$ cat src/source/clock_ctrl_pkg.sv
package clock_ctrl_pkg;

//----------------------------------------------------------------------
// Sizes
//----------------------------------------------------------------------
	localparam int NUM_DPS      = 4;	// Phase shifter channels
	localparam int NUM_MON      = 7;	// Monitored aux clocks
	localparam int COARSE_W     = 8;	// Requested phase width
	localparam int FINE_W       = 11;	// Fine step target width
	localparam int FINE_STEPS   = 1400;	// PLL fine steps per clock period
	localparam int COARSE_STEPS = 256;	// Coarse steps per clock period

//----------------------------------------------------------------------
// Phase words
//----------------------------------------------------------------------
	typedef logic [COARSE_W-1:0] coarse_phase_t;	// 0 to 255
	typedef logic [FINE_W-1:0]   fine_phase_t;	// 0 to 1399

//----------------------------------------------------------------------
// Phaser state machine
//----------------------------------------------------------------------
	typedef enum logic [2:0] {
		IDLE      = 3'd0,	// Ready for fire
		WAIT_LOCK = 3'd1,	// Held until all locks good
		LOAD      = 3'd2,	// Latch table target
		STEP      = 3'd3,	// Issue one shift enable
		WAIT_DONE = 3'd4,	// Wait for PLL done
		FINISH    = 3'd5	// Hold until fire drops
	} dps_state_t;

//----------------------------------------------------------------------
// Channel command and status
//----------------------------------------------------------------------
	typedef struct packed {
		logic          fire;	// Level that starts a move
		logic          reset;	// Level that zeroes tracked phase
		coarse_phase_t phase;	// Requested phase
	} dps_ctrl_t;

	typedef struct packed {
		logic psen;		// One cycle shift enable
		logic psincdec;	// 1 = increment
	} ps_port_t;

	typedef struct packed {
		logic       busy;	// Move in progress
		dps_state_t sm_vec;	// Machine state
	} dps_status_t;

endpackage

$ cat src/source/clock_activity_monitor.sv
`timescale 1ns/1ps

module clock_activity_monitor (
	input  logic                               clock,
	input  logic                               rst_n,
	input  logic [clock_ctrl_pkg::NUM_MON-1:0] mon_clocks,
	output logic [clock_ctrl_pkg::NUM_MON-1:0] mon_active
);
	import clock_ctrl_pkg::*;

//----------------------------------------------------------------------
// Dual edge samples
//----------------------------------------------------------------------
	logic [NUM_MON-1:0] rise_q;	// Sampled on rising edge
	logic [NUM_MON-1:0] fall_q;	// Sampled on falling edge

	always_ff @(posedge clock) begin
		if (!rst_n) begin
			rise_q <= '0;
		end else begin
			rise_q <= mon_clocks;
		end
	end

	always_ff @(negedge clock) begin
		if (!rst_n) begin
			fall_q <= '0;
		end else begin
			fall_q <= mon_clocks;
		end
	end

	// A running clock differs between the two half cycles
	assign mon_active = rise_q ^ fall_q;	// Stopped clock gives 0

endmodule

$ cat src/source/clock_ctrl.sv
`timescale 1ns/1ps

module clock_ctrl (
	input  logic                                                  clock,
	input  logic                                                  rst_n,
	input  logic                                                  lock_main,
	input  logic                                                  global_reset_en,
	input  clock_ctrl_pkg::dps_ctrl_t   [clock_ctrl_pkg::NUM_DPS-1:0] dps_ctrl,
	input  logic                        [clock_ctrl_pkg::NUM_DPS-1:0] dps_lock,
	input  logic                        [clock_ctrl_pkg::NUM_DPS-1:0] ps_done,
	input  logic                        [clock_ctrl_pkg::NUM_MON-1:0] mon_clocks,
	output clock_ctrl_pkg::ps_port_t    [clock_ctrl_pkg::NUM_DPS-1:0] ps_cmd,
	output clock_ctrl_pkg::dps_status_t [clock_ctrl_pkg::NUM_DPS-1:0] dps_status,
	output logic                                                  global_reset,
	output logic                                                  clock_lock_lost_err,
	output logic                        [clock_ctrl_pkg::NUM_MON-1:0] mon_active
);
	import clock_ctrl_pkg::*;

//----------------------------------------------------------------------
// Global reset from main PLL lock
//----------------------------------------------------------------------
	global_reset_gen u_global_reset_gen (
		.clock               (clock),
		.rst_n               (rst_n),
		.lock_main           (lock_main),	// Main PLL lock
		.global_reset_en     (global_reset_en),	// Refire on lock lost
		.global_reset        (global_reset),	// Also feeds every phaser
		.clock_lock_lost_err (clock_lock_lost_err)
	);

//----------------------------------------------------------------------
// Aux clock activity
//----------------------------------------------------------------------
	clock_activity_monitor u_activity (
		.clock      (clock),
		.rst_n      (rst_n),
		.mon_clocks (mon_clocks),	// Raw aux clocks
		.mon_active (mon_active)	// 1 = toggling
	);

//----------------------------------------------------------------------
// Phase shifter channels
//----------------------------------------------------------------------
	for (genvar i = 0; i < NUM_DPS; i++) begin : g_dps
		phaser u_phaser (
			.clock        (clock),
			.rst_n        (rst_n),
			.global_reset (global_reset),	// Hold until main lock
			.lock_main    (lock_main),
			.lock_dcm     (dps_lock[i]),	// This channel PLL lock
			.ctrl         (dps_ctrl[i]),	// Fire, reset, phase
			.ps_done      (ps_done[i]),	// PLL step acknowledge
			.ps_cmd       (ps_cmd[i]),	// Shift enable and direction
			.status       (dps_status[i])	// Busy and state
		);
	end

endmodule

$ cat src/source/global_reset_gen.sv
`timescale 1ns/1ps

module global_reset_gen (
	input  logic clock,
	input  logic rst_n,
	input  logic lock_main,
	input  logic global_reset_en,
	output logic global_reset,
	output logic clock_lock_lost_err
);

//----------------------------------------------------------------------
// Startup and lock tracking
//----------------------------------------------------------------------
	logic startup_done;	// Set on first main lock
	logic first_lock;	// Locked now or has been

	assign first_lock = lock_main || startup_done;

	always_ff @(posedge clock) begin
		if (!rst_n) begin
			startup_done <= 1'b0;
			global_reset <= 1'b1;	// Held until main PLL locks
		end else begin
			startup_done <= first_lock;	// Sticks after first lock
			global_reset <= !first_lock || (!lock_main && global_reset_en);	// Refire if enabled
		end
	end

	// Lock dropped after startup without a refired reset
	assign clock_lock_lost_err = !global_reset && !lock_main;

//----------------------------------------------------------------------
// Checks
//----------------------------------------------------------------------
	a_reset_after_rst_n: assert property (
		@(posedge clock)
		$rose(rst_n) |-> global_reset
	);

endmodule

$ cat src/source/phase_step_rom.sv
`timescale 1ns/1ps

module phase_step_rom (
	input  clock_ctrl_pkg::coarse_phase_t addr,
	output clock_ctrl_pkg::fine_phase_t   steps
);
	import clock_ctrl_pkg::*;

//----------------------------------------------------------------------
// Coarse to fine conversion, rounded half up
//----------------------------------------------------------------------
	function automatic fine_phase_t round_step(input int unsigned n);
		int unsigned scaled;
		scaled = n * FINE_STEPS + COARSE_STEPS / 2;	// Add half a coarse step
		return fine_phase_t'(scaled / COARSE_STEPS);	// Entry 255 gives 1395
	endfunction

	fine_phase_t rom [COARSE_STEPS];	// Constant table

	always_comb begin
		for (int i = 0; i < COARSE_STEPS; i++) begin
			rom[i] = round_step(i);	// Integer math only
		end
	end

	assign steps = rom[addr];	// Table lookup

endmodule

$ cat src/source/phaser.sv
`timescale 1ns/1ps

module phaser (
	input  logic                        clock,
	input  logic                        rst_n,
	input  logic                        global_reset,
	input  logic                        lock_main,
	input  logic                        lock_dcm,
	input  clock_ctrl_pkg::dps_ctrl_t   ctrl,
	input  logic                        ps_done,
	output clock_ctrl_pkg::ps_port_t    ps_cmd,
	output clock_ctrl_pkg::dps_status_t status
);
	import clock_ctrl_pkg::*;

//----------------------------------------------------------------------
// Declarations
//----------------------------------------------------------------------
	dps_state_t  state;		// Current state
	dps_state_t  state_nxt;	// Next state
	fine_phase_t rom_steps;	// Target for requested phase
	fine_phase_t target;	// Latched target
	fine_phase_t cur_phase;	// Phase the PLL is at now
	fine_phase_t step_phase;	// Phase after one more step
	logic        dir_up;	// Move direction for this fire
	logic        psen_q;	// Registered shift enable
	logic        locked;	// Main and channel PLL good

//----------------------------------------------------------------------
// Phase table
//----------------------------------------------------------------------
	phase_step_rom u_rom (
		.addr  (ctrl.phase),	// Requested 0 to 255
		.steps (rom_steps)	// Fine steps 0 to 1395
	);

	assign locked     = !global_reset && lock_main && lock_dcm;	// Run condition
	assign step_phase = dir_up ? cur_phase + 1'b1 : cur_phase - 1'b1;

//----------------------------------------------------------------------
// Next state
//----------------------------------------------------------------------
	always_comb begin
		state_nxt = state;	// Hold by default
		case (state)
			WAIT_LOCK: begin
				if (locked) state_nxt = IDLE;	// All clocks good
			end
			IDLE: begin
				if (ctrl.fire) state_nxt = LOAD;	// New request
			end
			LOAD: begin
				// Already there so no pulses at all
				state_nxt = (rom_steps == cur_phase) ? FINISH : STEP;
			end
			STEP: begin
				state_nxt = WAIT_DONE;	// Pulse goes out now
			end
			WAIT_DONE: begin
				if (ps_done) begin
					state_nxt = (step_phase == target) ? FINISH : STEP;
				end
			end
			FINISH: begin
				if (!ctrl.fire) state_nxt = IDLE;	// Wait for fire release
			end
			default: begin
				state_nxt = WAIT_LOCK;	// Unused codes
			end
		endcase
		if (ctrl.reset || !locked) state_nxt = WAIT_LOCK;	// Reset or lock lost wins
	end

//----------------------------------------------------------------------
// State and phase tracking
//----------------------------------------------------------------------
	always_ff @(posedge clock) begin
		if (!rst_n) begin
			state     <= WAIT_LOCK;
			cur_phase <= '0;
			dir_up    <= 1'b0;
			psen_q    <= 1'b0;
		end else begin
			state  <= state_nxt;
			psen_q <= (state_nxt == STEP);	// High for the one STEP cycle
			if (ctrl.reset) begin
				cur_phase <= '0;	// PLL restarts at zero phase
			end else if (state == WAIT_DONE && ps_done) begin
				cur_phase <= step_phase;	// PLL moved one step
			end
			if (state == LOAD) begin
				dir_up <= (rom_steps > cur_phase);	// Fixed for the whole move
			end
		end
	end

	always_ff @(posedge clock) begin
		if (state == LOAD) target <= rom_steps;	// Hold target during move
	end

//----------------------------------------------------------------------
// Outputs
//----------------------------------------------------------------------
	assign ps_cmd.psen     = psen_q;
	assign ps_cmd.psincdec = dir_up;
	assign status.busy     = (state == LOAD) || (state == STEP) || (state == WAIT_DONE);
	assign status.sm_vec   = state;

//----------------------------------------------------------------------
// Checks
//----------------------------------------------------------------------
	a_psen_one_cycle: assert property (
		@(posedge clock) disable iff (!rst_n)
		ps_cmd.psen |=> !ps_cmd.psen
	);

	// No new shift until the previous one is acknowledged
	a_psen_waits_done: assert property (
		@(posedge clock) disable iff (!rst_n)
		(state == WAIT_DONE && !ps_done && !ctrl.reset) |=> !ps_cmd.psen
	);

	a_state_legal: assert property (
		@(posedge clock) disable iff (!rst_n)
		3'(state) < 3'd6
	);

endmodule

$ cat config.mk
export PLATFORM = sky130hd
export DESIGN_NAME = clock_ctrl
export DESIGN_NICKNAME = d
export VERILOG_FILES = /design/src/source/clock_ctrl_pkg.sv /design/src/source/clock_activity_monitor.sv /design/src/source/clock_ctrl.sv /design/src/source/global_reset_gen.sv /design/src/source/phase_step_rom.sv /design/src/source/phaser.sv
export SDC_FILE = /design/constraint.sdc
export NUM_CORES = 1
export LEC_CHECK = 0
export BUFFER_PORTS_ARGS = -buffer_cell sky130_fd_sc_hd__buf_4
export CORE_ASPECT_RATIO = 2
export CORE_MARGIN = 4
export CORE_UTILIZATION = 35
export DETAILED_ROUTE_END_ITERATION = 8
export SLEW_MARGIN = 20
export SYNTH_ARGS = -nofsm -noshare
export SYNTH_HDL_FRONTEND = slang
export SYNTH_HIERARCHICAL = 1
export SYNTH_SLANG_ARGS = --single-unit
$ cat constraint.sdc
create_clock -name clock -period 9.5 [get_ports clock]
set_input_delay 0.95 -clock clock [delete_from_list [all_inputs] [get_ports clock]]
set_output_delay 0.95 -clock clock [all_outputs]
set_load 0.01 [all_outputs]
==> impl.org <==
** Yosys
- Share of synthesized flip-flops with an asynchronous set or reset :: 0
- Seq cells post-synth :: 124
- The mapped netlist covers 16500 µm².
- Synthesis instantiated 94 different standard cells from the library.
- After synthesis, the mean cell area works out to 7.553 µm².
- Gate count after technology mapping :: 2184
- Number of warnings reported in the yosys synthesis log :: 6
- Counting every net in the synthesized netlist gives approximately 2.4k.
- Count of flip-flops with a built-in enable after synthesis :: 44
- Among all flip-flop cells after synthesis, the most frequent one is sky130_fd_sc_hd__dfxtp_1.
- Part of the Yosys area used for sequential elements :: 0.1772

** Global route
- For this run the aggregate overflow at the end of global routing stands at 0.
- For this run, the total global-route usage over all layers was measured as 0.1980.
- The via count of the first global-routing pass is between 15k and 20k.
- Entering global routing, the biggest net connects 66 pins.
- Number of antenna violations at the first check in global routing :: 5
- Global-route wire length before repair :: 83440 µm

** Power and ir drop
- Share of total power in the clock network :: 0.383
- Of the total power, the share spent switching nets is 0.3425.
- Sum of internal, switching and leakage power :: 0.001727 W
- Sw power :: 0.0005915 W
- Summed over all cells, the static leakage comes to 6.599 nW.
- The share of total power dissipated in sequential elements is 0.325.
- Power density over cell area :: 98.75 nW/µm²
- Fraction of power consumed by combinational cells :: 0.293
- Peak supply drop :: roughly 0.00012 V
- Cell internal pwr :: approximately 0.0011 W

** Critical path
- Maximum fanout count along the critical path :: 1
- Category of the critical setup timing path :: reg2out
- Data on the critical path is required at its endpoint by 8550 ps.
- Critical path endpoint category :: primary output
- R2r worst-path depth :: 10
- STA classifies the critical path startpoint as a register.
- For the worst setup path, the data arrival time is 5910 ps.

** Drt
- After the first detailed-routing iteration, the DRC count stood at 1062.
- For this run, design rule violations remaining after detail routing come to 0.
- Number of vias in the routed layout :: 16.50k
- Post-detailed-routing wire length :: 52220 µm
- Using the TritonRoute via totals, the vias-per-cell ratio works out to 6.011.
- Remaining antenna violation count after routing :: 0
- In the final routed layout, each cell accounts on average for 19.02 µm.
- The pre-antenna-repair detailed-routing pass consisted of 5 iterations.

** Die
- Horizontal die dimension :: 161.5 µm
- Floorplan core area :: 46660 µm²
- The initialized floorplan defines 112 standard-cell rows.
- Number of primary I/O pins :: 92
- DIE HEIGHT :: 315.0 µm
- Die area :: just over 50000 µm²
- Effective utilization at floorplan :: 0.3535

** Layout
- From synthesis to final layout, the design area changed by 6.023%.
- Summing all multi-input logic gate instances after layout gives 12050 µm².
- Post-route non-filler standard cell count :: 2745
- Filler cell count in the final layout :: around 4.9k
- Fin nets :: ~2.3k
- In the final layout, the share of cells above drive strength 1 is 0.1025.
- Once layout is done, the placed cells without fillers occupy 17490 µm².
- Storage element area :: a little under 3000 µm²

** Clock tree
- Post-CTS setup-driven buffer insertion count :: 0
- Maximum level of the CTS H-tree :: 4
- The longest clock path from root to sink contains 2 buffers.
- Buffers inserted to repair hold after CTS numbered 0.
- TritonCTS built the clock tree.
- Total CTS buffers :: 17
- CTS clock-pin slew for the worst setup and hold paths :: 60 ps
- Clock Root Buffer :: sky130_fd_sc_hd__clkbuf_16
- Once the clock tree was built, the resizer swapped 0 gates to a different size.
- Clock sink count :: between 100 and 150
- Clock latency on the worst-skew pair :: 440 ps

** Job
- Maximum capacitance violations :: 0

** Worst hold path
- Number of stages on the worst hold path :: 1
- Worst min path class :: reg2reg

** Place
- Number of buffer cells added on primary ports :: a little over 90
- Routability-driven placement congestion ratio :: about 0.92
- Detailed placement ended at an HPWL of 39180 µm.
- The placed instances occupy a cell area of 16880 µm².
- Counting tap cells, the placed design contains a total of 2706 instances.

** Timing
- Worst clock skew :: 13.46 ps
- Hold violation total from the final report :: 0
- The final max-slew violation count is 0.
- Headroom to the max-slew limit :: 0.3274
- Setup repair after global routing left no endpoint under its margin.
- For the final routed database, the setup TNS stands at 0 ps.
- Slew at the pin with the worst max-slew slack :: 983.5 ps
- Setup violations remaining at the end of the flow were counted as 0.

** Outcome
- Run status :: complete, no violations
final cells by class:
type                       count  share of cell area
sequential                   124              0.1671
multi-input combinational   1747              0.6890
clock buffer                  19             0.02597
inverter                     115             0.02468
tap                          627             0.04486
clock inverter                20            0.008728
antenna                        1           0.0001431
timing repair buffer          92             0.03949
power by group through the flow:
stage | Combinational (W) | Clock [W] | Sequential (W)
2_1_floorplan | 0.000371 | 0.00000521 | 0.000572
3_3_place_gp | 0.000488 | 0.00000521 | 0.000572
3_5_place_dp | 0.000496 | 0.00000521 | 0.000572
4_1_cts | 0.000499 | 0.000681 | 0.000561
5_1_grt | 0.000553 | 0.000705 | 0.000561
6_report | 0.000505 | 0.000661 | 0.000561
registers in the layout, summed over array words and instances (netlist names):
register / count
g_dps.u_phaser/target: 44
g_dps.u_phaser/dir_up: 4
u_activity/fall_q: 7
u_global_reset_gen/startup_done: 1
g_dps.u_phaser/state: 12
g_dps.u_phaser/psen_q: 4
u_activity/rise_q: 7
u_global_reset_gen/global_reset: 1
g_dps.u_phaser/cur_phase: 44
placed cells by master (no fill, tap or decap), types with 30 or more instances in the layout:
master	instances
sky130_fd_sc_hd__nor3_1	33
sky130_fd_sc_hd__a211oi_1	51
sky130_fd_sc_hd__ha_1	104
sky130_fd_sc_hd__dfxtp_1	80
sky130_fd_sc_hd__nand2_1	204
sky130_fd_sc_hd__nor2b_1	44
sky130_fd_sc_hd__nand2b_1	45
sky130_fd_sc_hd__edfxtp_1	44
sky130_fd_sc_hd__nor2_1	164
sky130_fd_sc_hd__xnor2_1	74
sky130_fd_sc_hd__a21o_1	30
sky130_fd_sc_hd__nand3_1	80
sky130_fd_sc_hd__inv_1	113
sky130_fd_sc_hd__o21ai_0	145
sky130_fd_sc_hd__o211ai_1	38
sky130_fd_sc_hd__a21oi_1	179
sky130_fd_sc_hd__buf_4	92
Yosys cell counts, drive strengths merged, types with 29 or more instances:
cell type  count  area (µm²)
a21oi        183       930.9
ha           104        1301
edfxtp        44        1321
clkbuf        72       287.8
a31oi         31       219.0
o211ai        38       285.3
nand3         80       400.4
o21ai        164       835.8
nand2        204       765.7
a21o          30       225.2
nor3          33       165.2
dfxtp         80        1602
mux2i         29       290.3
nor2         171       651.9
inv          111       416.7
buf          125       807.0
a211oi        59       483.0
nand2b        45       281.5
nor2b         45       289.0
xnor2         78       713.2
logic make-up after synthesis:
| kind of cell | share of synthesized area |
|---|---|
| DFF | 0.1772 |
| adders and majority gates | 0.08434 |
| xor gates and xnor gates | 0.07995 |
| AOI/OAI and AO/OA | 0.3205 |
| and+or+nand+nor | 0.2035 |
| muxes | 0.04172 |
| buffers and inverters | 0.09276 |
metrics by stage:
step	hold slack, ps	util	worst slack [ps]
floorplan	432.6	-	3276
global placement	447.0	0.3616	3105
detailed placement	454.2	0.3616	3140
CTS	468.5	0.3746	2654
global route	494.0	0.3747	2597
finish	465.0	0.3748	2643
path summary, 6_finish.rpt:
kind	start	end	slack [ps]
min	u_global_reset_gen/startup_done	u_global_reset_gen/startup_done	460
max	u_activity/fall_q[1]	mon_active[1]	2640
min reg2reg	u_global_reset_gen/startup_done	u_global_reset_gen/startup_done	460
max reg2reg	g_dps[2].u_phaser/dir_up	g_dps[2].u_phaser/state[2]	6220
worst max-delay path: stages, from the launching register on:
cell,delay (ps)
sky130_fd_sc_hd__dfxtp_1,310
sky130_fd_sc_hd__xor2_1,220
sky130_fd_sc_hd__buf_4,170
metal layers:
layer / vias to the layer above / global-route usage / wire (µm) / share of wire
met2: 617 / 0.3806 / 28250 / 0.54
met1: 7830 / 0.2073 / 19250 / 0.37
met3: 151 / 0.02629 / 2460 / 0.047
met4: 2 / 0.09897 / 2245 / 0.043
met5: - / 0 / 12 / 0.00023
li1: 7899 / - / - / -
(Power assumes the default switching activity.)
